## src/design/cpuPkg.sv

```systemverilog
package cpuPkg;

	localparam int DataWidth = 16; // words, registers, addresses
	localparam int RegAddrWidth = 3; // eight registers

	typedef logic [DataWidth-1:0] word_t;
	typedef logic [RegAddrWidth-1:0] regAddr_t;

	// course encoding, instr[15:11]
	typedef enum logic [4:0] {
		opHalt = 5'b00000, opNop = 5'b00001,
		opJ = 5'b00100, opJr = 5'b00101, opJal = 5'b00110, opJalr = 5'b00111,
		opAddi = 5'b01000, opSubi = 5'b01001, opXori = 5'b01010, opAndni = 5'b01011,
		opBeqz = 5'b01100, opBnez = 5'b01101, opBltz = 5'b01110, opBgez = 5'b01111,
		opSt = 5'b10000, opLd = 5'b10001, opSlbi = 5'b10010, opStu = 5'b10011,
		opRoli = 5'b10100, opSlli = 5'b10101, opRori = 5'b10110, opSrli = 5'b10111,
		opLbi = 5'b11000, opBtr = 5'b11001, opShiftR = 5'b11010, opAluR = 5'b11011,
		opSeq = 5'b11100, opSlt = 5'b11101, opSle = 5'b11110, opSco = 5'b11111
	} opcode_t;

	// low two bits line up with the opcode / func field
	typedef enum logic [2:0] {
		aluRotl, aluShl, aluRotr, aluShr,
		aluAdd, aluSub, aluXor, aluAndn
	} aluOp_t;

	typedef enum logic [2:0] {
		brEqz, brNez, brLtz, brSlt, brGez, brCarry, brSle
	} brOp_t;

	typedef enum logic [2:0] {
		csStopped, csFetchReq, csDecodeExec, csMemAccess, csWriteBack, csHalted
	} coreState_t;

endpackage

```

## src/design/memArbiter.sv

```systemverilog
`timescale 1ns/100ps
module memArbiter #(
	parameter int MemAddrWidth = 10
) (
	input logic clk,
	input logic reset,
	input logic hostReq, hostWe,
	input cpuPkg::word_t hostAddr, hostWData,
	output logic hostAck, hostRValid,
	output cpuPkg::word_t hostRData,
	input logic dataReq, dataWe,
	input cpuPkg::word_t dataAddr, dataWData,
	output logic dataAck, dataRValid,
	output cpuPkg::word_t dataRData,
	input logic fetchReq, fetchWe,
	input cpuPkg::word_t fetchAddr, fetchWData,
	output logic fetchAck, fetchRValid,
	output cpuPkg::word_t fetchRData,
	output logic memEn,
	output logic memWrite,
	output logic [MemAddrWidth-1:0] memAddr,
	output cpuPkg::word_t memWData,
	input cpuPkg::word_t memRData
);
	import cpuPkg::*;

	logic hostOk, dataOk, fetchOk, gHost, gData, gFetch;
	logic pendHost, pendData, pendFetch; // read granted last cycle

	// a reader whose data is due this cycle cannot be granted again
	assign hostOk = hostReq & ~pendHost;
	assign dataOk = dataReq & ~pendData;
	assign fetchOk = fetchReq & ~pendFetch;
	assign gHost = hostOk; // host > mem stage > fetch
	assign gData = dataOk & ~hostOk;
	assign gFetch = fetchOk & ~hostOk & ~dataOk;

	assign memEn = gHost | gData | gFetch;
	always_comb begin
		if (gHost) {memWrite, memAddr, memWData} = {hostWe, hostAddr[MemAddrWidth-1:0], hostWData};
		else if (gData) {memWrite, memAddr, memWData} = {dataWe, dataAddr[MemAddrWidth-1:0], dataWData};
		else {memWrite, memAddr, memWData} = {gFetch & fetchWe, fetchAddr[MemAddrWidth-1:0], fetchWData};
	end

	assign hostAck = gHost & hostWe; // writes end in grant cycle
	assign dataAck = gData & dataWe;
	assign fetchAck = gFetch & fetchWe;

	always_ff @(posedge clk) begin
		if (reset) {pendHost, pendData, pendFetch} <= '0;
		else {pendHost, pendData, pendFetch} <= {gHost & ~hostWe, gData & ~dataWe, gFetch & ~fetchWe};
	end

	// read data steered to the recorded reader only
	assign {hostRValid, dataRValid, fetchRValid} = {pendHost, pendData, pendFetch};
	assign hostRData = pendHost ? memRData : '0;
	assign dataRData = pendData ? memRData : '0;
	assign fetchRData = pendFetch ? memRData : '0;

endmodule

```

## config.mk

```make
export PLATFORM = sky130hd
export DESIGN_NAME = memArbiter
export DESIGN_NICKNAME = d
export VERILOG_FILES = /design/src/design/cpuPkg.sv /design/src/design/memArbiter.sv
export SDC_FILE = /design/constraint.sdc
export NUM_CORES = 1
export LEC_CHECK = 0
export BUFFER_PORTS_ARGS = -buffer_cell sky130_fd_sc_hd__buf_4
export CAP_MARGIN = 20
export CORE_AREA = 2 2 77 79
export DETAILED_ROUTE_END_ITERATION = 10
export DIE_AREA = 0 0 79 81
export GPL_TIMING_DRIVEN = 0
export PLACE_DENSITY_LB_ADDON = 0.2
export REMOVE_ABC_BUFFERS = 1
export SETUP_SLACK_MARGIN = 0.3
export SYNTH_ARGS = -nofsm -noshare
export SYNTH_HDL_FRONTEND = slang
export SYNTH_SLANG_ARGS = --single-unit
export TNS_END_PERCENT = 1
```

## constraint.sdc

```tcl
create_clock -name clk -period 1.3 [get_ports clk]
set_input_delay 0.26 -clock clk [delete_from_list [all_inputs] [get_ports clk]]
set_output_delay 0.26 -clock clk [all_outputs]
set_load 0.03 [all_outputs]
```

==> results of run 1 <==
[logic make-up (layout without fill, tap and decap cells)]
logic type,count (synthesis),count (layout),share of synthesized area [%]
buffers and inverters,18,201,11.67
and+or+nand+nor,142,142,66.55
DFF,3,3,5.715
AOI/OAI and AO/OA,27,27,16.07
[sequential cells by signal, indices dropped and copies added (netlist names)]
name and flops:
dataRValid 1, hostRValid 1, fetchRValid 1
[final cells by class]
| type | instances | area share (%) |
|---|---|---|
| repair buffers | 195 | 58.33 |
| multi-input cells | 169 | 33.94 |
| well taps | 75 | 3.332 |
| flip-flops and latches | 3 | 2.532 |
| clock buffers | 4 | 1.599 |
| inverters | 2 | 0.2665 |
[cells in the mapped netlist]
cell	instances	area share, %
buf_2	7	3.3
nor4_2	1	1.2
dfxtp_1	3	5.7
buf_4	3	2.1
and2_2	6	4.3
buf_8	1	1.4
or3_1	1	0.60
inv_1	2	0.71
nand2b_1	3	1.8
nor2b_2	1	0.83
clkbuf_1	3	1.1
nand2_2	3	1.8
nor2_1	28	10
nand2_1	52	19
buf_6	1	1.1
nand3_1	1	0.48
buf_12	1	1.9
and3_1	1	0.60
a31oi_1	27	16
nor3_1	3	1.4
and2_1	42	25
[through the flow]
step	TNS (ns)	hold WS (ns)	power (mW)	setup slack, ns
floorplan	-45.25	0.3310	0.5570	-1.663
global placement	-55.15	0.4393	1.030	-1.815
detailed placement	-23.63	0.4406	1.060	-0.8219
CTS	-10.47	0.2061	1.423	-0.3671
global route	-12.72	0.2191	1.501	-0.4259
finish	-9.440	0.2091	1.412	-0.3471
[final timing paths]
kind | endpoint | slack (ns) | cells after the start
max | memWrite | -0.35 | 4
max reg2reg | fetchRValid | 0.27 | 4
min | fetchRValid | 0.21 | 2
min reg2reg | fetchRValid | 0.57 | 2
[where the power goes]
part | internal, mW | total, mW | switching, mW
sequential | 0.0916 | 0.0951 | 0.00345
clock | 0.209 | 0.266 | 0.0568
combinational | 0.511 | 1.05 | 0.540
total | 0.812 | 1.41 | 0.600
[routing by layer]
metal | up-vias | global-route usage (%) | wire (um)
met4 | 0 | 3.103 | 27
met2 | 120 | 28.81 | 2788
met5 | - | 0 | 0
met3 | 2 | 4.889 | 732
li1 | 982 | - | -
met1 | 837 | 16.07 | 1858
[timing repair]
item	4_1_cts	5_1_grt
hold buffers	0	0
buffers inserted	8	0
gates cloned	1	0
endpoints found under the setup margin	85	85
resized for setup	33	19
pin swaps	13	4
==> results.py, run 1 <==
metrics = {
    "power_and_ir_drop": {
        "powerDensity_nw_per_um2": 501.3,
        "irDropWorstVdd_mv": 0.2574,
        "power_leakage_nw": 1.486,
    },
    "final_layout": {
        "synthToLayoutAreaGrowth_pct": 168.0,
        "drive_above_1_share_pct": 60.59,
        "multi_input_area_um2": 955.9,
        "fillers": 563,
        "design_area_um2": 2816,
        "stdcell_count": 448,
        "insertedDiodeCount": 0,
        "fin_util_pct": 49.63,
        "seqCellArea_um2": 71.32,
        "final_common_cell": "buf_4",
        "layout_common_cells": "buf_4 (164), nand2_1 (51), and2_1 (40)",
        "layout.nets": 494,
    },
    "grt": {
        "grt_overflow": 0,
        "antenna_found_initial": 0,
        "track_usage_pct": 15.03,
        "grt_pass1_wl_um": 7872,
        "grt_max_degree": 26,
        "first_global_vias": 1719,
    },
    "run": {
        "maxCapViolations": 0,
    },
    "detailed_routing": {
        "vias": 1941,
        "dr.first_iter.drc_count": 14,
        "drtAntennaViolNets": 0,
        "drc": 0,
        "via_per_inst": 4.333,
        "route.detailed.wl_per_inst_um": 12.07,
        "dr.pass1.iters": 3,
        "routed_wl_um": 5407,
    },
    "floorplan": {
        "num_rows": 28,
        "dieHeight_um": 81,
        "coreArea_um2": 5675,
        "initial_core_util_pct": 18.52,
        "io-pin-count": 202,
        "die_area_um2": 6399,
        "die_w_um": 79,
    },
    "sta": {
        "skew_ns": 0.002574,
        "fin_ws_ns": -0.3471,
        "period_needed_ns": 1.647,
        "finalMaxSlewViolations": 0,
        "timing.fmax_mhz": 607.1,
        "final_hold_viol_count": 0,
        "grt_setup_unrepaired": "yes",
        "max_slew_margin_pct": 87.10,
        "setup_viol": 46,
        "tightest_slew_ns": 0.1927,
        "fin_crit_sh_pct": 126.7,
    },
    "critical_path": {
        "worstPathArrival_ns": 1.39,
        "criticalPathCategory": "reg -> out",
        "cp-end-kind": "output pin",
        "cp_cell_sequence": "nand2b_4, or3_1, a31oi_1, buf_4",
        "required_ns": 1.04,
        "critPathBufInv": 1,
        "worst-path-max-fanout": 4,
        "path_delay_family": "simple AND/OR/NAND/NOR gates",
        "start_kind": "register",
        "timing.rr.start": "hostRValid",
        "startpoint": "fetchRValid",
        "cpPeakStageDelay_ns": 0.33,
        "critPathSlowestCell": "dfxtp_4",
    },
    "clock_network": {
        "cts_buffer_depth": 2,
        "cts_inserted_buffers": 3,
        "clk_pin_slew_ns": 0.03,
        "htreeDepth": 1,
        "cts_tree": "built",
        "cts_num_sinks": 3,
        "insertion_delay_ns": 0.21,
        "cts_root_buffer": "clkbuf_8",
    },
    "placement": {
        "dp_hpwl_um": 4194,
        "port_buffers": 183,
        "gp_congestion": 0.7146,
        "dp.cells": 435,
        "place_area_um2": 2469,
    },
    "synth": {
        "synth_cell_types": 21,
        "synth.avg_cell_area_um2": 5.532,
        "synthCells": 190,
        "synth-seq-area-share_pct": 5.714,
        "synth.yosys.warnings": 0,
        "synth_seq_cells": 3,
        "syn-cell-area_um2": 1051,
    },
    "run_status": {
        "status": "complete, but fails checks",
        "violations": "setup timing",
    },
    "worst_hold_path": {
        "hold_path.class": "in -> reg",
        "min_from": "fetchWe",
    },
}
Power figures use the tool's default switching activity.
==> run 2: changes to the inputs <==
--- a/config.mk
+++ b/config.mk
@@ -12,8 +12,8 @@
 export DIE_AREA = 0 0 79 81
 export GPL_TIMING_DRIVEN = 0
 export PLACE_DENSITY_LB_ADDON = 0.2
-export REMOVE_ABC_BUFFERS = 1
 export SETUP_SLACK_MARGIN = 0.3
+export SKIP_LAST_GASP = 1
 export SYNTH_ARGS = -nofsm -noshare
 export SYNTH_HDL_FRONTEND = slang
 export SYNTH_SLANG_ARGS = --single-unit
==> results.py, run 2 (synthesis gave the netlist of run 1 again) <==
metrics = {
    "detailed_routing": {
        "routed_wl_um": 6231,
        "via_per_inst": 4.441,
        "drc": 0,
        "dr.first_iter.drc_count": 35,
        "drtAntennaViolNets": 0,
        "wl_met2_um": 3409,
        "wl_met3_um": 601,
        "wl_met1_um": 2141,
        "vias": 2074,
        "dr.pass1.iters": 4,
        "route.detailed.wl_per_inst_um": 13.34,
        "routed.top_layer": "met4",
    },
    "grt": {
        "first_global_vias": 1976,
        "grt_overflow": 0,
        "antenna_found_initial": 0,
        "track_usage_pct": 17.64,
        "grt_pass1_wl_um": 9114,
        "grt_max_degree": 11,
    },
    "critical_path": {
        "crit_end": "memWData[15]",
        "critPathBufInv": 4,
        "worstPathArrival_ns": 1.39,
        "timing.rr.end": "dataRValid",
        "r2r_slack_ns": 0.27,
        "criticalPathCategory": "reg -> out",
        "timing.rr.start": "hostRValid",
        "reg2reg_depth": 5,
        "start_kind": "register",
        "startpoint": "dataRValid",
        "required_ns": 1.04,
        "cp.depth": 7,
        "cp-end-kind": "output pin",
        "worst-path-max-fanout": 7,
        "cp_cell_sequence": "nand2b_4, buf_12, buf_6, buf_12, nand2_4, a31oi_4, buf_6",
        "critPathSlowestCell": "dfxtp_4",
        "path_delay_family": "buffers and inverters",
        "cpPeakStageDelay_ns": 0.36,
    },
    "sta": {
        "fin_ws_ns": -0.3523,
        "skew_ns": 0.0009446,
        "max_slew_margin_pct": 77.06,
        "timing.fmax_mhz": 605.2,
        "whs_ns": 0.2069,
        "fin_crit_sh_pct": 127.1,
        "grt_setup_unrepaired": "yes",
        "period_needed_ns": 1.652,
        "final_hold_viol_count": 0,
        "tightest_slew_ns": 0.3442,
        "setup_viol": 67,
        "finalMaxSlewViolations": 0,
    },
    "placement": {
        "dp.cells": 448,
        "dp_hpwl_um": 4759,
        "port_buffers": 183,
        "gp_congestion": 0.6543,
    },
    "power_and_ir_drop": {
        "combPwrFrac_pct": 79.4,
        "powerDensity_nw_per_um2": 504.0,
        "p_int_mw": 1.002,
        "switching_share_pct": 43.06,
        "power_leakage_nw": 1.667,
        "seq_power_share_pct": 5.4,
        "clockPowerShare_pct": 15.2,
        "p_switching_mw": 0.7578,
        "irDropWorstVdd_mv": 0.2334,
    },
    "floorplan": {
        "die_w_um": 79,
        "die_area_um2": 6399,
        "coreArea_um2": 5675,
        "initial_core_util_pct": 18.52,
        "io-pin-count": 202,
        "dieHeight_um": 81,
        "num_rows": 28,
    },
    "worst_hold_path": {
        "hold_path.class": "in -> reg",
    },
    "clock_network": {
        "cts_tree": "built",
        "insertion_delay_ns": 0.21,
        "cts_buffer_depth": 2,
        "cts_num_sinks": 3,
        "cts_inserted_buffers": 3,
        "cts_root_buffer": "clkbuf_8",
        "clk_pin_slew_ns": 0.03,
        "postCtsHoldBufs": 0,
        "htreeDepth": 1,
    },
    "final_layout": {
        "layout_common_cells": "buf_4 (167), and2_1 (42), nand2_1 (38)",
        "layout.nets": 513,
        "fillers": 541,
        "fin_util_pct": 61.53,
        "seqCellArea_um2": 71.32,
        "multi_input_area_um2": 1428,
        "synthToLayoutAreaGrowth_pct": 232.3,
        "insertedDiodeCount": 0,
        "final_common_cell": "buf_4",
        "stdcell_count": 467,
        "drive_above_1_share_pct": 76.53,
    },
    "synth": {
        "syn-num-nets": 310,
    },
    "run": {
        "maxCapViolations": 0,
    },
    "run_status": {
        "violations": "setup timing",
        "status": "complete, but fails checks",
    },
}
==> run 2: cell type report <==
class | instances | share of cell area (%)
multi-input combinational | 169 | 40.88
tap | 75 | 2.687
timing repair buffer | 198 | 47.51
inverter | 2 | 0.2150
clock buffer | 4 | 1.290
buffer | 16 | 5.374
sequential | 3 | 2.042
==> run 2: metal layers <==
layer | GRT usage (%) | vias up
met5 | 0 | -
met4 | 5.345 | 0
li1 | - | 1025
met1 | 19.06 | 936
met2 | 34.41 | 107
met3 | 3.556 | 6
==> run 2: per-stage QoR <==
step                setup TNS, ns  power, mW  setup slack [ns]  area, um2
CTS                        -17.08      1.736           -0.3561       3408
finish                     -14.75      1.760           -0.3523       3492
global route               -19.21      1.861           -0.4062       3492
detailed placement         -7.236      1.289           -0.3027       2989
floorplan                  -3.633     0.7984           -0.1436       1521
global placement           -7.070      1.276           -0.2727       2989
==> run 2: worst reg2reg max path: stages, from the launching register on <==
cell,delay (ns)
dfxtp_4,0.34
nand2b_1,0.12
buf_6,0.15
buf_8,0.16
nand2_1,0.06
nor3_1,0.12
==> run 2: worst min path at each step <==
stage	startpoint	to	slack, ns	cells after the start
after floorplan	fetchWe	fetchRValid	0.32	1
after CTS	fetchWe	fetchRValid	0.21	2
final	fetchWe	fetchRValid	0.21	2
after global placement	fetchWe	fetchRValid	0.43	2
after detailed placement	fetchWe	fetchRValid	0.43	2
after global routing	fetchWe	fetchRValid	0.21	2
==> run 2: power by group through the flow <==
| stage | Combinational [mW] | Sequential [mW] | Clock [mW] |
|---|---|---|---|
| after floorplan | 0.695 | 0.103 | 0 |
| after global placement | 1.18 | 0.100 | 0 |
| after detailed placement | 1.19 | 0.100 | 0 |
| after CTS | 1.37 | 0.0948 | 0.271 |
| after global routing | 1.48 | 0.0950 | 0.291 |
| final | 1.40 | 0.0945 | 0.268 |
==> run 2: timing repair <==
item / 4_1_cts / 5_1_grt
gates resized for setup: 76 / 13
endpoints found under the hold margin: 0 / 0
pin swaps: 8 / 3
buffers inserted: 11 / 0
setup endpoints to repair: 85 / 85
gates cloned: 2 / 2
==> run 3: changes to the inputs <==
--- a/config.mk
+++ b/config.mk
@@ -5,13 +5,16 @@
 export SDC_FILE = /design/constraint.sdc
 export NUM_CORES = 1
 export LEC_CHECK = 0
+export ABC_AREA = 1
 export BUFFER_PORTS_ARGS = -buffer_cell sky130_fd_sc_hd__buf_4
 export CAP_MARGIN = 20
 export CORE_AREA = 2 2 77 79
+export CTS_BUF_LIST = sky130_fd_sc_hd__clkbuf_16
 export DETAILED_ROUTE_END_ITERATION = 10
 export DIE_AREA = 0 0 79 81
 export GPL_TIMING_DRIVEN = 0
 export PLACE_DENSITY_LB_ADDON = 0.2
+export RECOVER_POWER = 100
 export SETUP_SLACK_MARGIN = 0.3
 export SKIP_LAST_GASP = 1
 export SYNTH_ARGS = -nofsm -noshare
==> results.py, run 3 <==
metrics = {
    "critical_path": {
        "critPathSlowestCell": "dfxtp_4",
        "timing.rr.start": "dataRValid",
        "r2r_slack_ns": 0.16,
        "critPathBufInv": 4,
        "worstPathArrival_ns": 1.43,
        "timing.rr.end": "fetchRValid",
        "reg2reg_depth": 7,
        "cpPeakStageDelay_ns": 0.34,
        "worst-path-max-fanout": 5,
        "cp-end-kind": "output pin",
        "path_delay_family": "buffers and inverters",
        "required_ns": 1.04,
        "cp_cell_sequence": "buf_8, nor2_8, buf_12, nor2_8, buf_6, nand2_2, nand3_4, buf_6",
        "start_kind": "register",
        "criticalPathCategory": "reg -> out",
    },
    "grt": {
        "first_global_vias": 2059,
        "grt_pass1_wl_um": 9535,
        "track_usage_pct": 18.50,
        "grt_overflow": 0,
        "antenna_found_initial": 0,
        "grt_max_degree": 11,
    },
    "placement": {
        "dp.cells": 506,
        "preCtsSetupSlack_ns": -0.2433,
        "dp_hpwl_um": 5051,
        "place_area_um2": 3113,
        "gp_congestion": 0.6676,
        "port_buffers": 183,
    },
    "synth": {
        "synth_common_cells": "nand2_1 (106), nand3_1 (56), inv_1 (55), buf_6 (9), buf_2 (5)",
        "synth-edff-count": 0,
        "syn-cell-area_um2": 1199,
        "syn-num-nets": 368,
        "yosysTopAreaCell": "nand2_1",
        "synth.most_common_cell": "nand2_1",
        "synth.avg_cell_area_um2": 4.833,
        "yosys_most_used_dff": "dfxtp_1",
        "ys_top_cells_by_area": "nand2_1 (33%), nand3_1 (23%), inv_1 (17%), buf_6 (8.5%), dfxtp_1 (5.0%)",
        "synth-seq-area-share_pct": 5.010,
        "synth_cell_types": 14,
        "synth.yosys.warnings": 0,
        "synth_async_sr_flop_share_pct": 0,
        "synth_seq_cells": 3,
        "synthCells": 248,
        "yosysTopAreaCellShare_pct": 33.19,
    },
    "final_layout": {
        "final_common_cell": "buf_4",
        "synthToLayoutAreaGrowth_pct": 197.8,
        "design_area_um2": 3570,
        "drive_above_1_share_pct": 67.11,
        "insertedDiodeCount": 0,
        "layout_common_cells": "buf_4 (163), nand2_1 (82), inv_1 (54)",
        "layout.nets": 571,
        "fin_util_pct": 62.90,
        "fillers": 518,
        "stdcell_count": 525,
    },
    "power_and_ir_drop": {
        "powerDensity_nw_per_um2": 543.5,
        "power_leakage_nw": 2.223,
        "irDropWorstVdd_mv": 0.2558,
        "power_mw": 1.940,
    },
    "detailed_routing": {
        "dr.pass1.iters": 4,
        "dr.first_iter.drc_count": 34,
        "vias": 2250,
        "drtAntennaViolNets": 0,
        "routed_wl_um": 6229,
        "via_per_inst": 4.286,
        "drc": 0,
        "route.detailed.wl_per_inst_um": 11.86,
    },
    "sta": {
        "skew_ns": 0.002118,
        "final_hold_viol_count": 0,
        "tightest_slew_ns": 0.3942,
        "finalMaxSlewViolations": 0,
        "grt_setup_unrepaired": "yes",
        "setup_viol": 67,
        "setup-tns-final_ns": -17.53,
        "timing.fmax_mhz": 590.4,
        "max_slew_margin_pct": 73.83,
        "fin_crit_sh_pct": 130.3,
        "period_needed_ns": 1.694,
        "whs_ns": 0.1976,
        "fin_ws_ns": -0.3937,
    },
    "run_status": {
        "violations": "setup timing",
        "status": "complete, but fails checks",
    },
    "clock_network": {
        "cts_inserted_buffers": 3,
        "insertion_delay_ns": 0.22,
        "htreeDepth": 1,
        "cts_tree": "built",
        "cts_root_buffer": "clkbuf_16",
        "cts_buffer_depth": 2,
        "cts_num_sinks": 3,
        "clk_pin_slew_ns": 0.03,
    },
    "floorplan": {
        "die_w_um": 79,
        "io-pin-count": 202,
        "coreArea_um2": 5675,
        "die_area_um2": 6399,
        "initial_core_util_pct": 21.12,
        "dieHeight_um": 81,
        "num_rows": 28,
    },
    "worst_hold_path": {
        "min_path_cells": 2,
        "hold_path.class": "in -> reg",
        "whs_endpoint": "hostRValid",
        "min_from": "reset",
    },
    "run": {
        "maxCapViolations": 0,
    },
}
## run 3: how the worst max path moves through the flow
stage / from / to / slack (ns) / depth (start not counted)
6_report: hostRValid / memAddr[2] / -0.39 / 8
5_1_grt: hostRValid / memAddr[7] / -0.45 / 8
4_1_cts: hostRValid / memWData[5] / -0.40 / 8
3_5_place_dp: hostRValid / memWData[5] / -0.24 / 7
3_3_place_gp: hostRValid / memWData[5] / -0.23 / 7
2_1_floorplan: dataRValid / memWrite / -0.07 / 7
## run 3: area by class of cell
type	instances	area, um2	area share [%]
inverters	58	222.7	6.239
clock buffers	3	75.07	2.103
repair buffers	197	1623	45.46
clock inverters	1	3.754	0.1052
well taps	75	93.84	2.629
plain buffers	17	200.2	5.608
multi-input cells	171	1282	35.93
flip-flops and latches	3	68.82	1.928
## run 3: metal layers
metal,GRT usage (%),vias up,wire [um]
met5,0,-,0
met4,4.310,0,58
met3,5.222,4,735
met2,36.02,118,3324
met1,19.64,990,2110
li1,-,1138,-
## run 3: timing repair
action / 4_1_cts / 5_1_grt
cloned: 5 / 0
hold buffers: 0 / 0
endpoints found under the setup margin: 82 / 82
buffers inserted: 9 / 1
pin swaps: 2 / 2
resized for setup: 53 / 15
## run 3: where the power goes
| part | switching [mW] | internal, mW |
|---|---|---|
| Sequential | 0.00196 | 0.0932 |
| Clock | 0.0840 | 0.397 |
| Combinational | 0.690 | 0.675 |
## run 3: logic make-up (layout without fill, tap and decap cells)
family | count (synthesis) | after routing | synth area share, %
buf+inv | 75 | 276 | 31.73
flops | 3 | 3 | 5.011
simple gates | 170 | 171 | 63.26
