$ cat src/design/cpuPkg.sv
package cpuPkg;

	localparam int DataWidth = 16; // words, registers, addresses
	localparam int RegAddrWidth = 3; // eight registers

	typedef logic [DataWidth-1:0] word_t;
	typedef logic [RegAddrWidth-1:0] regAddr_t;

	// course encoding, instr[15:11]
	typedef enum logic [4:0] {
		opHalt = 5'b00000, opNop = 5'b00001,
		opJ = 5'b00100, opJr = 5'b00101, opJal = 5'b00110, opJalr = 5'b00111,
		opAddi = 5'b01000, opSubi = 5'b01001, opXori = 5'b01010, opAndni = 5'b01011,
		opBeqz = 5'b01100, opBnez = 5'b01101, opBltz = 5'b01110, opBgez = 5'b01111,
		opSt = 5'b10000, opLd = 5'b10001, opSlbi = 5'b10010, opStu = 5'b10011,
		opRoli = 5'b10100, opSlli = 5'b10101, opRori = 5'b10110, opSrli = 5'b10111,
		opLbi = 5'b11000, opBtr = 5'b11001, opShiftR = 5'b11010, opAluR = 5'b11011,
		opSeq = 5'b11100, opSlt = 5'b11101, opSle = 5'b11110, opSco = 5'b11111
	} opcode_t;

	// low two bits line up with the opcode / func field
	typedef enum logic [2:0] {
		aluRotl, aluShl, aluRotr, aluShr,
		aluAdd, aluSub, aluXor, aluAndn
	} aluOp_t;

	typedef enum logic [2:0] {
		brEqz, brNez, brLtz, brSlt, brGez, brCarry, brSle
	} brOp_t;

	typedef enum logic [2:0] {
		csStopped, csFetchReq, csDecodeExec, csMemAccess, csWriteBack, csHalted
	} coreState_t;

endpackage

$ cat src/design/decodeUnit.sv
`timescale 1ns/100ps
module decodeUnit (
	input logic clk,
	input logic reset,
	input cpuPkg::word_t instr,
	input cpuPkg::coreState_t state,
	output cpuPkg::word_t reg1,
	output cpuPkg::word_t reg2,
	output logic [7:0] imm8,
	output cpuPkg::word_t jumpOffset,
	output cpuPkg::aluOp_t aluOp,
	output cpuPkg::brOp_t brOp,
	output logic extMode,
	output logic iType,
	output logic reg1Rev,
	output logic reg1Shift,
	output logic zero1,
	output logic zero2,
	output logic aluSrc,
	output logic branch,
	output logic jump,
	output logic setSel,
	output logic linkSel,
	output logic memNeeded,
	output logic memWrite,
	output logic isHalt,
	input cpuPkg::word_t dataOut,
	input cpuPkg::word_t loadData,
	input cpuPkg::word_t pcPlus2,
	output logic wbValid,
	output cpuPkg::regAddr_t wbReg,
	output cpuPkg::word_t wbData
);
	import cpuPkg::*;

	word_t regFile [8];
	opcode_t opcode;
	logic [1:0] destSel; // 0 none, 1 Rd I-format, 2 Rd R-format, 3 Rs
	logic wbPending;

	assign opcode = opcode_t'(instr[15:11]);
	assign reg1 = regFile[instr[10:8]]; // Rs
	assign reg2 = regFile[instr[7:5]]; // Rt, or Rd for st
	assign imm8 = instr[7:0];
	assign jumpOffset = {{5{instr[10]}}, instr[10:0]}; // 11-bit displacement

	always_comb begin
		aluOp = aluAdd;
		brOp = brEqz;
		{extMode, iType, reg1Rev, reg1Shift, zero1, zero2, aluSrc} = '0;
		{branch, jump, setSel, linkSel, memNeeded, memWrite, isHalt} = '0;
		destSel = 2'd0;
		case (opcode)
			opHalt: isHalt = 1'b1;
			opAddi, opSubi, opXori, opAndni: begin
				aluOp = aluOp_t'({1'b1, instr[12:11]});
				extMode = ~instr[12]; // add/sub sign extend, logic zero extend
				aluSrc = 1'b1;
				destSel = 2'd1;
			end
			opRoli, opSlli, opRori, opSrli: begin
				aluOp = aluOp_t'({1'b0, instr[12:11]});
				aluSrc = 1'b1;
				destSel = 2'd1;
			end
			opSt, opLd, opStu: begin
				extMode = 1'b1;
				aluSrc = 1'b1;
				memNeeded = 1'b1;
				memWrite = (opcode != opLd);
				if (opcode == opLd) destSel = 2'd1;
				else if (opcode == opStu) destSel = 2'd3; // base update
			end
			opBtr: begin
				reg1Rev = 1'b1;
				zero2 = 1'b1; // reversed Rs + 0
				destSel = 2'd2;
			end
			opAluR, opShiftR: begin
				aluOp = aluOp_t'({instr[11], instr[1:0]}); // func picks the op
				destSel = 2'd2;
			end
			opSeq, opSlt, opSle, opSco: begin
				aluOp = (opcode == opSco) ? aluAdd : aluSub; // Rt - Rs for compares
				case (opcode)
					opSeq: brOp = brEqz;
					opSlt: brOp = brSlt;
					opSle: brOp = brSle;
					default: brOp = brCarry;
				endcase
				setSel = 1'b1;
				destSel = 2'd2;
			end
			opBeqz, opBnez, opBltz, opBgez: begin
				brOp = (opcode == opBeqz) ? brEqz : (opcode == opBnez) ? brNez :
					(opcode == opBltz) ? brLtz : brGez;
				zero2 = 1'b1; // flags of Rs alone
				extMode = 1'b1;
				iType = 1'b1;
				branch = 1'b1;
			end
			opLbi, opSlbi: begin
				zero1 = (opcode == opLbi);
				reg1Shift = (opcode == opSlbi); // (Rs << 8) + zext imm
				extMode = (opcode == opLbi);
				iType = 1'b1;
				aluSrc = 1'b1;
				destSel = 2'd3;
			end
			opJ, opJal, opJr, opJalr: begin
				jump = 1'b1;
				aluSrc = instr[11]; // register forms go through ALU
				iType = 1'b1;
				extMode = 1'b1;
				linkSel = instr[12];
			end
			default: ; // nop
		endcase
	end

	assign wbPending = (destSel != 2'd0) || linkSel;
	assign wbValid = (state == csWriteBack) && wbPending;

	always_comb begin
		if (linkSel) wbReg = regAddr_t'(7); // link register
		else if (destSel == 2'd2) wbReg = instr[4:2];
		else if (destSel == 2'd3) wbReg = instr[10:8];
		else wbReg = instr[7:5];
	end

	assign wbData = (memNeeded && !memWrite) ? loadData : linkSel ? pcPlus2 : dataOut;

	// register file, written only in writeBack
	always_ff @(posedge clk) begin
		if (!reset && wbValid) regFile[wbReg] <= wbData;
	end

endmodule

$ cat config.mk
export PLATFORM = sky130hd
export DESIGN_NAME = decodeUnit
export DESIGN_NICKNAME = d
export VERILOG_FILES = /design/src/design/cpuPkg.sv /design/src/design/decodeUnit.sv
export SDC_FILE = /design/constraint.sdc
export NUM_CORES = 1
export LEC_CHECK = 0
export ABC_CLOCK_PERIOD_IN_PS = 2870
export BUFFER_PORTS_ARGS = -buffer_cell sky130_fd_sc_hd__buf_2
export CAP_MARGIN = 5
export CORE_MARGIN = 1.5
export CORE_UTILIZATION = 53
export CTS_CLUSTER_DIAMETER = 30
export DETAILED_ROUTE_END_ITERATION = 12
export PLACE_DENSITY = 0.79
export SLEW_MARGIN = 20
export SYNTH_ARGS = -nofsm -noshare
export SYNTH_HDL_FRONTEND = slang
export SYNTH_SLANG_ARGS = --single-unit
$ cat constraint.sdc
create_clock -name clk -period 2.87 [get_ports clk]
set_input_delay 0 -clock clk [delete_from_list [all_inputs] [get_ports clk]]
set_output_delay 0 -clock clk [all_outputs]
set_load 0.01 [all_outputs]
==> metrics.log, run 1 <==
[metrics] vias in the first global route: between 4000 and 5000
[metrics] critical path's largest stage delay: 0.67 ns
[metrics] maximum clock path buffer count: 2
[metrics] CP Cell Sequence: buf_2, and2b_1, and3_1, buf_4, mux2i_1, a21oi_1, buf_2
[metrics] DR DRC count: 0
[metrics] Sink Count: ~130
[metrics] top cell types by occurrence after synthesis: sky130_fd_sc_hd__edfxtp_1 (128), sky130_fd_sc_hd__mux4_2 (64), sky130_fd_sc_hd__mux2_2 (32)
[metrics] IR Drop Worst-Case VDD: approximately 0.00048 V
[metrics] maximum capacitance violations: 0
[metrics] most numerous cell in the Yosys netlist: sky130_fd_sc_hd__edfxtp_1
[metrics] layout filler cell count: about 870
[metrics] status: complete, no violations
[metrics] data arrival time of the worst path: 2.13 ns
[metrics] Worst setup EP type: output port
[metrics] hold-fix buffer count after cts: 0
[metrics] number of vias per cell: between 6 and 7
[metrics] router iterations before antenna repair: 4
[metrics] Seq/Total Area, Yosys: ~56%
[metrics] initial core utilization: 54.5%
[metrics] worst-path cell with the longest stage delay: sky130_fd_sc_hd__a21oi_1
[metrics] Synth Area per Inst: 16.4 sq um
[metrics] Critical Path Most Common Cell: sky130_fd_sc_hd__buf_2
[metrics] CTS tree: yes
[metrics] core area: 12600 sq um
[metrics] Post-synth top flop: sky130_fd_sc_hd__edfxtp_1
[metrics] CP Launch Type: primary input
[metrics] area share of and/or/nand/nor cells after synthesis: 5.79%
[metrics] Final Cycle Share: 74.1%
[metrics] fraction of synthesized cell area in xor and xnor cells: 0.127%
[metrics] most area-hungry cell type in the Yosys netlist: sky130_fd_sc_hd__edfxtp_1
[metrics] time the final worst path needs with I/O delays and setup: approximately 2.1 ns
[metrics] H-tree depth reported by CTS: 4
[metrics] detailed router's first-iteration violation count: 368
[metrics] Buffers on Ports: 164
[metrics] cells taking the most area after synthesis: sky130_fd_sc_hd__edfxtp_1 (56%), sky130_fd_sc_hd__mux4_2 (21%), sky130_fd_sc_hd__mux2_2 (5.2%), sky130_fd_sc_hd__buf_4 (2.8%), sky130_fd_sc_hd__mux2i_1 (2.6%)
[metrics] fraction of the core area covered by cells at the end of the flow: between 60% and 70%
[metrics] horizontal die dimension: 117 um
[metrics] total number of placement rows: 41
[metrics] start-to-end type of the worst setup path: in -> out
[metrics] CP max FO: 21
[metrics] post-place instance area: 7700 sq um
[metrics] final-report hold violation count: 0
[metrics] Power Density: 580 nW/um^2
[metrics] clock root buffer: sky130_fd_sc_hd__clkbuf_16
[metrics] post-synthesis mux area share: 28.8%
[metrics] die height: about 120 um
[metrics] post-synthesis share of cell area spent on full adders, half adders and majority gates: 0%
[metrics] GR Overflow Total: 0
[metrics] all-layer global routing usage: about a quarter
[metrics] Routed Antenna Nets: 0
[metrics] number of warnings printed during yosys synthesis: 0
[metrics] asr flop ratio synth: 0%
[metrics] top cell type's share of synthesized area: between 50 and 60%
[metrics] CP Data Required Time: 2.87 ns
[metrics] post-synthesis to final-layout area growth: 20.6%
[metrics] Largest regs: regFile: 128 flops
[metrics] per-cell routed wire length: between 20 and 25 um
[metrics] final setup TNS: 0 ns
[metrics] synthesized-area fraction occupied by ao, oa, aoi and oai cells: 4.09%
[metrics] main combinational cell family by area after synthesis: multiplexers
[metrics] distinct cell type count after synthesis: 43
[metrics] setup violators final: 0
[metrics] leakage power: 3.06 nW
[metrics] post-synthesis instance area: 6880 sq um
[metrics] fraction of final layout cells with drive strength greater than 1: 57.1%
[metrics] antenna violations before repair: 0
[metrics] detailed-placement wirelength estimate: 10900 um
[metrics] post-CTS setup buffers: 0
[metrics] setup repair after global routing missed its margin: false
[metrics] synthesized netlist net count: 488
[metrics] Max-Slew Margin vs Limit: slightly below 40%
[metrics] wire length of the first global-routing pass: 25400 um
[metrics] antenna diode count: 0
[metrics] Max Slew Vio Count: 0
[metrics] post-CTS resize count: 0
[metrics] net total in the final layout: between 600 and 700
[metrics] flip-flop count of the largest register after layout: between 100 and 150
[metrics] number of clock buffers inserted by TritonCTS: 17
[metrics] routed wire length: 17000 um
[metrics] maximum number of pins on one net before global-route repair: 36
[metrics] clock slew at reported path FFs: 0.06 ns
[metrics] post-route cell area: 8290 sq um
[metrics] transition time at the pin with the least slew margin: between 0.9 and 1 ns
[metrics] Tightest Hold Check Type: in -> reg
[metrics] maximum achievable frequency: 470 MHz
[metrics] flip-flop and latch count after synthesis: roughly 130
[metrics] Total Die Area: 13700 sq um
[metrics] routability-driven placement congestion ratio: just under 0.8
[metrics] top-level I/O count: approximately 170
[metrics] Post-Syn Instances: 419
[metrics] number of enable flip-flop cells after synthesis: 128
[metrics] routed via count: 4499
[metrics] largest reg by FF count: regFile
-- power breakdown --
part | switching (W) | total [W] | internal [W]
clock network | 0.000850 | 0.00215 | 0.00130
logic | 0.000308 | 0.000563 | 0.000255
registers | 0.00000663 | 0.00209 | 0.00209
-- per-stage QoR --
stage | instances | total power (W) | setup WS (ns) | hold WS, ns
after floorplan | 419 | 0.00251 | 0.617 | 0.0918
after global placement | 713 | 0.00268 | 0.627 | 0.215
after detailed placement | 713 | 0.00269 | 0.447 | 0.212
after CTS | 745 | 0.00484 | 0.731 | 0.0961
after global routing | 745 | 0.00495 | 0.611 | 0.130
final | 745 | 0.00481 | 0.743 | 0.104
-- worst paths after layout --
kind   startpoint       endpoint  slack, ns  cells past startpoint
min   loadData[9]  regFile[3][9]       0.10                      3
max     instr[14]      wbData[3]       0.74                      7
-- per-layer routing --
metal	GRT usage, %	share of wire, %	up-vias
met3	4.53	6.9	25
li1	-	-	1948
met2	44.3	52	235
met1	34.4	39	2291
met4	10.0	2.1	0
met5	0	0	-
-- cell usage in the layout (no fill, tap or decap), types with 2 or more instances in the layout --
cell type / instances
sky130_fd_sc_hd__nand2_1: 6
sky130_fd_sc_hd__or3_4: 2
sky130_fd_sc_hd__o21ai_1: 3
sky130_fd_sc_hd__buf_2: 164
sky130_fd_sc_hd__inv_6: 8
sky130_fd_sc_hd__clkbuf_16: 17
sky130_fd_sc_hd__nor2b_1: 4
sky130_fd_sc_hd__clkinv_4: 2
sky130_fd_sc_hd__mux4_2: 64
sky130_fd_sc_hd__and3_1: 2
sky130_fd_sc_hd__nor3b_1: 3
sky130_fd_sc_hd__inv_1: 5
sky130_fd_sc_hd__buf_4: 16
sky130_fd_sc_hd__o21a_1: 2
sky130_fd_sc_hd__clkinvlp_4: 3
sky130_fd_sc_hd__nor3_2: 8
sky130_fd_sc_hd__nand3_1: 2
sky130_fd_sc_hd__nand2b_1: 3
sky130_fd_sc_hd__bufinv_16: 2
sky130_fd_sc_hd__o2bb2ai_2: 2
sky130_fd_sc_hd__inv_2: 2
sky130_fd_sc_hd__a21oi_1: 25
sky130_fd_sc_hd__nor2_1: 28
sky130_fd_sc_hd__o21ai_0: 3
sky130_fd_sc_hd__mux2i_1: 18
sky130_fd_sc_hd__edfxtp_1: 128
sky130_fd_sc_hd__nor3_1: 2
sky130_fd_sc_hd__mux2_2: 32
-- logic make-up (layout without fill, tap and decap cells) --
kind of cell / after synthesis / count (layout)
AOI/OAI and AO/OA: 43 / 43
xor gates and xnor gates: 1 / 1
buffers and inverters: 65 / 219
DFF: 128 / 128
muxes: 114 / 114
and+or+nand+nor: 68 / 68
-- layout make-up --
cell class                      instances  area [sq um]  area share, %
Sequential cell                       128          3840           46.4
Multi-Input combinational cell        226          2670           32.2
Timing Repair Buffer                  180           941           11.3
Clock buffer                           17           425           5.13
Tap cell                              172           215           2.60
Clock inverter                         15           170           2.05
Inverter                                7          26.3          0.317
-- critical path: cells and delay by family --
kind                   cells  cell delay, ns
and+or+nand+nor            2            0.48
AOI/OAI and AO/OA          1            0.67
buffers and inverters      3            0.80
muxes                      1            0.16
Power figures use the tool's default switching activity.
==> run 2, diff against run 1 <==
--- a/config.mk
+++ b/config.mk
@@ -5,14 +5,15 @@
 export SDC_FILE = /design/constraint.sdc
 export NUM_CORES = 1
 export LEC_CHECK = 0
-export ABC_CLOCK_PERIOD_IN_PS = 2870
+export ABC_AREA = 1
+export ABC_CLOCK_PERIOD_IN_PS = 1900
 export BUFFER_PORTS_ARGS = -buffer_cell sky130_fd_sc_hd__buf_2
 export CAP_MARGIN = 5
 export CORE_MARGIN = 1.5
-export CORE_UTILIZATION = 53
+export CORE_UTILIZATION = 49
 export CTS_CLUSTER_DIAMETER = 30
 export DETAILED_ROUTE_END_ITERATION = 12
-export PLACE_DENSITY = 0.79
+export PLACE_DENSITY = 0.77
 export SLEW_MARGIN = 20
 export SYNTH_ARGS = -nofsm -noshare
 export SYNTH_HDL_FRONTEND = slang
==> constraint.sdc (replaced) <==
create_clock -name clk -period 1.9 [get_ports clk]
set_input_delay 0 -clock clk [delete_from_list [all_inputs] [get_ports clk]]
set_output_delay 0 -clock clk [all_outputs]
set_load 0.01 [all_outputs]
==> run 2 against run 1 <==
Clock power grew 56%; largest power group unchanged; hold slack got worse by 0.078 ns; first-iteration DRC count grew 130%.
==> metrics.log, run 2 <==
[metrics] status: complete, no violations
[metrics] Tot Pwr: ~0.0076 W
[metrics] met3 WL: 2090 um
[metrics] clock slew at reported path FFs: 0.06 ns
[metrics] largest reg by FF count: regFile
[metrics] maximum capacitance violations: 0
[metrics] top cell type's share of synthesized area: 54.3%
[metrics] GR Overflow Total: 0
[metrics] post-place instance area: 8370 sq um
[metrics] post-synthesis to final-layout area growth: 26.9%
[metrics] Routed met2 length: about 9900 um
[metrics] detailed router's first-iteration violation count: approximately 840
[metrics] net total in the final layout: around 1000
[metrics] maximum achievable frequency: around 570 MHz
[metrics] vias in the first global route: 6080
[metrics] Synth Area per Inst: 8.74 sq um
[metrics] post-route cell area: approximately 9000 sq um
[metrics] most area-hungry cell type in the Yosys netlist: sky130_fd_sc_hd__edfxtp_1
[metrics] setup repair after global routing missed its margin: false
[metrics] Routed Antenna Nets: 0
[metrics] top library cells by usage in the layout, fill and taps aside: sky130_fd_sc_hd__buf_2 (164), sky130_fd_sc_hd__o21ai_0 (131), sky130_fd_sc_hd__edfxtp_1 (128)
[metrics] post-synthesis instance area: 7080 sq um
[metrics] initial core utilization: 50.6%
[metrics] cells taking the most area after synthesis: sky130_fd_sc_hd__edfxtp_1 (54%), sky130_fd_sc_hd__o21ai_0 (9.3%), sky130_fd_sc_hd__nor2_1 (6.7%), sky130_fd_sc_hd__nand2_1 (4.9%), sky130_fd_sc_hd__a21oi_1 (4.6%)
[metrics] total number of placement rows: 43
[metrics] per-cell routed wire length: 17.8 um
[metrics] number of enable flip-flop cells after synthesis: 128
[metrics] CP Data Required Time: roughly 1.9 ns
[metrics] routability-driven placement congestion ratio: 0.917
[metrics] detailed-route wire length on metal 1: 8250 um
[metrics] Max Slew Vio Count: 0
[metrics] CTS tree: yes
[metrics] all-layer global routing usage: 27.7%
[metrics] Seq/Total Area, Yosys: 54.3%
[metrics] CP max FO: 2
[metrics] maximum clock path buffer count: 2
[metrics] top-level I/O count: between 150 and 200
[metrics] smallest setup slack after layout: roughly 0.16 ns
[metrics] post-place setup slack: -0.0605 ns
[metrics] routed wire length: 20800 um
[metrics] number of vias per cell: 5.80
[metrics] top cell types by occurrence after synthesis: sky130_fd_sc_hd__o21ai_0 (131), sky130_fd_sc_hd__edfxtp_1 (128), sky130_fd_sc_hd__nor2_1 (127)
[metrics] data arrival time of the worst path: 1.74 ns
[metrics] synthesized netlist net count: 879
[metrics] Buffers on Ports: ~160
[metrics] flip-flop and latch count after synthesis: 128
[metrics] clock root buffer: sky130_fd_sc_hd__clkbuf_16
[metrics] Post-synth top flop: sky130_fd_sc_hd__edfxtp_1
[metrics] post-CTS setup buffers: 0
[metrics] wire length of the first global-routing pass: between 30000 and 40000 um
[metrics] transition time at the pin with the least slew margin: 0.401 ns
[metrics] Final Cycle Share: 91.8%
[metrics] Post-Syn Instances: 810
[metrics] DR DRC count: 0
[metrics] fraction of final layout cells with drive strength greater than 1: 27.1%
[metrics] IR Drop Worst-Case VDD: between 0.0005 and 0.0006 V
[metrics] hold-fix buffer count after cts: 0
[metrics] most common cell after layout, fill and taps aside: sky130_fd_sc_hd__buf_2
[metrics] core area: around 14000 sq um
[metrics] antenna diode count: 0
[metrics] die height: 123 um
[metrics] number of clock buffers inserted by TritonCTS: 17
[metrics] asr flop ratio synth: 0%
[metrics] distinct cell type count after synthesis: 21
[metrics] top sig layer: met4
[metrics] detailed-placement wirelength estimate: roughly 14000 um
[metrics] CP Launch Type: flip-flop
[metrics] leakage power: 3.73 nW
[metrics] final-report hold violation count: 0
[metrics] time the final worst path needs with I/O delays and setup: approximately 1.7 ns
[metrics] Tightest Hold Check Type: in -> reg
[metrics] Worst setup EP type: output port
[metrics] Max-Slew Margin vs Limit: 73.0%
[metrics] Total Die Area: 15200 sq um
[metrics] antenna violations before repair: 0
[metrics] post-CTS resize count: 0
[metrics] routed via count: 6772
[metrics] horizontal die dimension: 123 um
[metrics] flip-flop count of the largest register after layout: 128
[metrics] start-to-end type of the worst setup path: reg -> out
[metrics] Largest regs: regFile: 128 flops
[metrics] setup violators final: 0
[metrics] number of warnings printed during yosys synthesis: 0
[metrics] Sink Count: 128
[metrics] Power Density: between 800 and 900 nW/um^2
[metrics] H-tree depth reported by CTS: 4
[metrics] most numerous cell in the Yosys netlist: sky130_fd_sc_hd__o21ai_0
[metrics] maximum number of pins on one net before global-route repair: 82
[metrics] router iterations before antenna repair: 5
run 2: cell count changes after synthesis, moves of 18 or more:
cell	before	now
sky130_fd_sc_hd__o211ai_1	1	32
sky130_fd_sc_hd__mux2_2	32	0
sky130_fd_sc_hd__mux4_2	64	0
sky130_fd_sc_hd__o21ai_0	3	131
sky130_fd_sc_hd__mux2i_1	18	0
sky130_fd_sc_hd__a21oi_1	25	65
sky130_fd_sc_hd__a31oi_1	1	32
sky130_fd_sc_hd__nand2_1	6	92
sky130_fd_sc_hd__inv_1	5	76
sky130_fd_sc_hd__nor2_1	28	127
run 2: logic make-up after synthesis:
kind of cell,count (synthesis),share of synthesized area [%]
compound gates,279,22.1
buf+inv,155,9.63
flops,128,54.3
simple gates,248,13.9
run 2: through the flow:
stage                     std cells  setup TNS (ns)  util, %  hold WS, ns
after global routing           1168               0     64.2       0.0481
after global placement         1136         -0.0699     59.9        0.211
after CTS                      1168               0     64.2       0.0155
after floorplan                 810           -9.06        -       0.0918
final                          1168               0     64.2       0.0254
after detailed placement       1136           -3.41     59.9        0.214
run 2: worst paths after layout:
kind	startpoint	end	slack, ns	cells after the start
setup / recovery	regFile[6][13]	reg1[13]	0.16	5
hold / removal	loadData[12]	regFile[0][12]	0.03	4
run 2: cell type report:
cell class / count / area (sq um)
multi-input cells: 527 / 2580
inverters: 76 / 285
clock inverters: 15 / 183
flip-flops and latches: 128 / 3840
clock buffers: 17 / 425
repair buffers: 225 / 1440
fillers: 1122 / 5010
well taps: 180 / 225
run 2: critical path, stage by stage, from the launching register on:
cell and delay, ns:
sky130_fd_sc_hd__edfxtp_1 0.34, sky130_fd_sc_hd__o21ai_0 0.08, sky130_fd_sc_hd__o21ai_0 0.33, sky130_fd_sc_hd__nor2_1 0.12, sky130_fd_sc_hd__a31oi_1 0.27, sky130_fd_sc_hd__buf_2 0.19
run 2: metal layers:
layer	track usage, %	vias to the layer above
li1	-	3164
met4	10.2	0
met1	37.5	3143
met2	44.0	418
met3	5.95	47
met5	0	-
run 2: power breakdown:
group | switching, W | total [W] | internal (W)
combinational | 0.000678 | 0.00107 | 0.000397
sequential | 0.00000761 | 0.00316 | 0.00315
clock | 0.00129 | 0.00336 | 0.00208
total | 0.00197 | 0.00759 | 0.00562
==> run 3, diff against run 2 <==
--- a/config.mk
+++ b/config.mk
@@ -10,10 +10,11 @@
 export BUFFER_PORTS_ARGS = -buffer_cell sky130_fd_sc_hd__buf_2
 export CAP_MARGIN = 5
 export CORE_MARGIN = 1.5
-export CORE_UTILIZATION = 49
+export CORE_UTILIZATION = 51
+export CTS_BUF_LIST = sky130_fd_sc_hd__clkbuf_2
 export CTS_CLUSTER_DIAMETER = 30
 export DETAILED_ROUTE_END_ITERATION = 12
-export PLACE_DENSITY = 0.77
+export PLACE_DENSITY = 0.79
 export SLEW_MARGIN = 20
 export SYNTH_ARGS = -nofsm -noshare
 export SYNTH_HDL_FRONTEND = slang
==> run 3 against run 2 <==
The flow now finishes with violations (negative setup slack); core utilization rose by 3.6 points; die area fell by 3.8%; critical path depth rose by 2; global-route usage rose by 1.8 points; worst setup slack got worse by 0.21 ns; final cell count rose by 2.9%; sequential cell count did not move; hold slack improved by 0.050 ns; combinational power rose by 11%; cell area rose by 1.1%; critical endpoint is now reg2[4]; clock power fell by 47%; non-clock buffer count rose by 38.
==> metrics.log, run 3 (same netlist as run 2, synthesis figures left out) <==
[metrics] Max Slew Vio Count: 0
[metrics] Top Family by Delay on Critical Path: compound AO/OA/AOI/OAI gates
[metrics] routability-driven placement congestion ratio: a little over 0.9
[metrics] fraction of final layout cells with drive strength greater than 1: a little under a third
[metrics] time the final worst path needs with I/O delays and setup: 1.96 ns
[metrics] antenna diode count: 0
[metrics] Largest regs: regFile: 128 flops
[metrics] core area: 13400 sq um
[metrics] Sink Count: 128
[metrics] maximum capacitance violations: 0
[metrics] initial core utilization: about 53%
[metrics] CP max FO: 2
[metrics] top library cells by usage in the layout, fill and taps aside: sky130_fd_sc_hd__buf_2 (164), sky130_fd_sc_hd__edfxtp_1 (128), sky130_fd_sc_hd__nor2_1 (118)
[metrics] data arrival time of the worst path: 1.96 ns
[metrics] power share of the clock group: 29.0%
[metrics] maximum clock path buffer count: 2
[metrics] final setup TNS: -0.123 ns
[metrics] status: finished with violations
[metrics] worst-path cell with the longest stage delay: sky130_fd_sc_hd__edfxtp_1
[metrics] internal cell power: approximately 0.0043 W
[metrics] post-route cell area: 9080 sq um
[metrics] maximum number of pins on one net before global-route repair: 87
[metrics] setup violators final: 6
[metrics] H-tree depth reported by CTS: 4
[metrics] wire length of the first global-routing pass: 32800 um
[metrics] Final Cycle Share: 103%
[metrics] relative contribution of sequential cells to total power: 51.6%
[metrics] non-filler instance count after layout: 1202
[metrics] top-level I/O count: 165
[metrics] layout filler cell count: 1034
[metrics] total number of placement rows: 42
[metrics] CP Cell Sequence: inv_2, a21oi_2, o21ai_1, o21ai_1, nor2_1, a31oi_2, buf_2
[metrics] CTS tree: yes
[metrics] smallest setup slack after layout: -0.0552 ns
[metrics] Tightest Hold Check Type: in -> reg
[metrics] post-synthesis to final-layout area growth: 28.3%
[metrics] final-report hold violation count: 0
[metrics] post-placement cell count: about 1100
[metrics] per-cell routed wire length: approximately 18 um
[metrics] CP Launch Type: flip-flop
[metrics] Combinational Power Share: 19.4%
[metrics] IR Drop Worst-Case VDD: about 0.00043 V
[metrics] Max-Slew Margin vs Limit: between 60% and 70%
[metrics] net total in the final layout: 1082
[metrics] detailed router's first-iteration violation count: 742
[metrics] critical path's largest stage delay: 0.38 ns
[metrics] largest reg by FF count: regFile
[metrics] start-to-end type of the worst setup path: reg -> out
[metrics] horizontal die dimension: 121 um
[metrics] number of vias per cell: 5.77
[metrics] DR DRC count: 0
[metrics] GR Overflow Total: 0
[metrics] switching power as a share of total power: 30.3%
[metrics] routed via count: 6930
[metrics] post-CTS setup buffers: 0
[metrics] Buffers on Ports: 164
[metrics] detailed-placement wirelength estimate: 14000 um
[metrics] post-place instance area: 8390 sq um
[metrics] transition time at the pin with the least slew margin: 0.461 ns
[metrics] router iterations before antenna repair: 6
[metrics] clock slew at reported path FFs: 0.21 ns
[metrics] Power Density: 673 nW/um^2
[metrics] leakage power: 3.75 nW
[metrics] antenna violations before repair: 0
[metrics] flip-flop count of the largest register after layout: 128
[metrics] Critical Path Most Common Cell: sky130_fd_sc_hd__o21ai_1
[metrics] CP Data Required Time: 1.90 ns
[metrics] Routed Antenna Nets: 0
[metrics] worst hold slack across all endpoints: between 0.07 and 0.08 ns
[metrics] maximum achievable frequency: 511 MHz
[metrics] setup repair after global routing missed its margin: true
[metrics] Total Die Area: 14600 sq um
[metrics] die height: roughly 120 um
[metrics] routed wire length: 21100 um
[metrics] Worst setup EP type: output port
[metrics] all-layer global routing usage: 29.5%
[metrics] most common cell after layout, fill and taps aside: sky130_fd_sc_hd__buf_2
[metrics] vias in the first global route: 6356
[metrics] number of clock buffers inserted by TritonCTS: 17
[metrics] count of buffering cells on the critical path with inverters included: 2
[metrics] clock root buffer: sky130_fd_sc_hd__clkbuf_2
[metrics] net switching power figure: 0.00185 W
[metrics] failing checks: negative setup slack
[run 3: power by group through the flow]
stage | combinational [W] | clock [W] | sequential, W
6_report | 0.00119 | 0.00177 | 0.00316
5_1_grt | 0.00128 | 0.00191 | 0.00316
4_1_cts | 0.00114 | 0.00180 | 0.00316
3_5_place_dp | 0.00105 | 0 | 0.00322
3_3_place_gp | 0.00104 | 0 | 0.00322
2_1_floorplan | 0.000591 | 0 | 0.00322
[run 3: what timing repair did]
action | CTS | global route
pin swaps | 7 | 12
endpoints found under the hold margin | 217 | 0
hold buffers | 34 | 0
gates cloned | 0 | 0
gates resized for setup | 33 | 60
endpoints found under the setup margin | 19 | 32
[run 3: path summary, 6_finish.rpt]
kind	cells after the start	to	start	slack, ns
min	7	regFile[0][1]	instr[4]	0.08
max	7	reg2[4]	regFile[5][4]	-0.06
[run 3: metal layers]
| metal | track usage (%) | up-vias | share of wire (%) |
|---|---|---|---|
| li1 | - | 3246 | - |
| met1 | 40.8 | 3182 | 40 |
| met2 | 46.6 | 444 | 48 |
| met3 | 6.13 | 58 | 10 |
| met4 | 9.63 | 0 | 2.4 |
| met5 | 0 | - | 0 |
[run 3: cell type report]
class                   count  area (sq um)  share of cell area [%]
repair buffers            263          1800                    19.8
clock inverters            15           173                    1.90
flip-flops and latches    128          3840                    42.3
multi-input cells         527          2680                    29.5
well taps                 176           220                    2.42
clock buffers              17          85.1                   0.937
inverters                  76           285                    3.14
[run 3: stage by stage]
step / total power [W] / setup slack [ns] / util [%]
6_report: 0.00612 / -0.0552 / 67.8
5_1_grt: 0.00635 / -0.210 / 67.8
4_1_cts: 0.00610 / -0.107 / 67.2
3_5_place_dp: 0.00427 / -0.110 / 62.6
3_3_place_gp: 0.00425 / -0.00486 / 62.6
2_1_floorplan: 0.00381 / -0.0903 / -
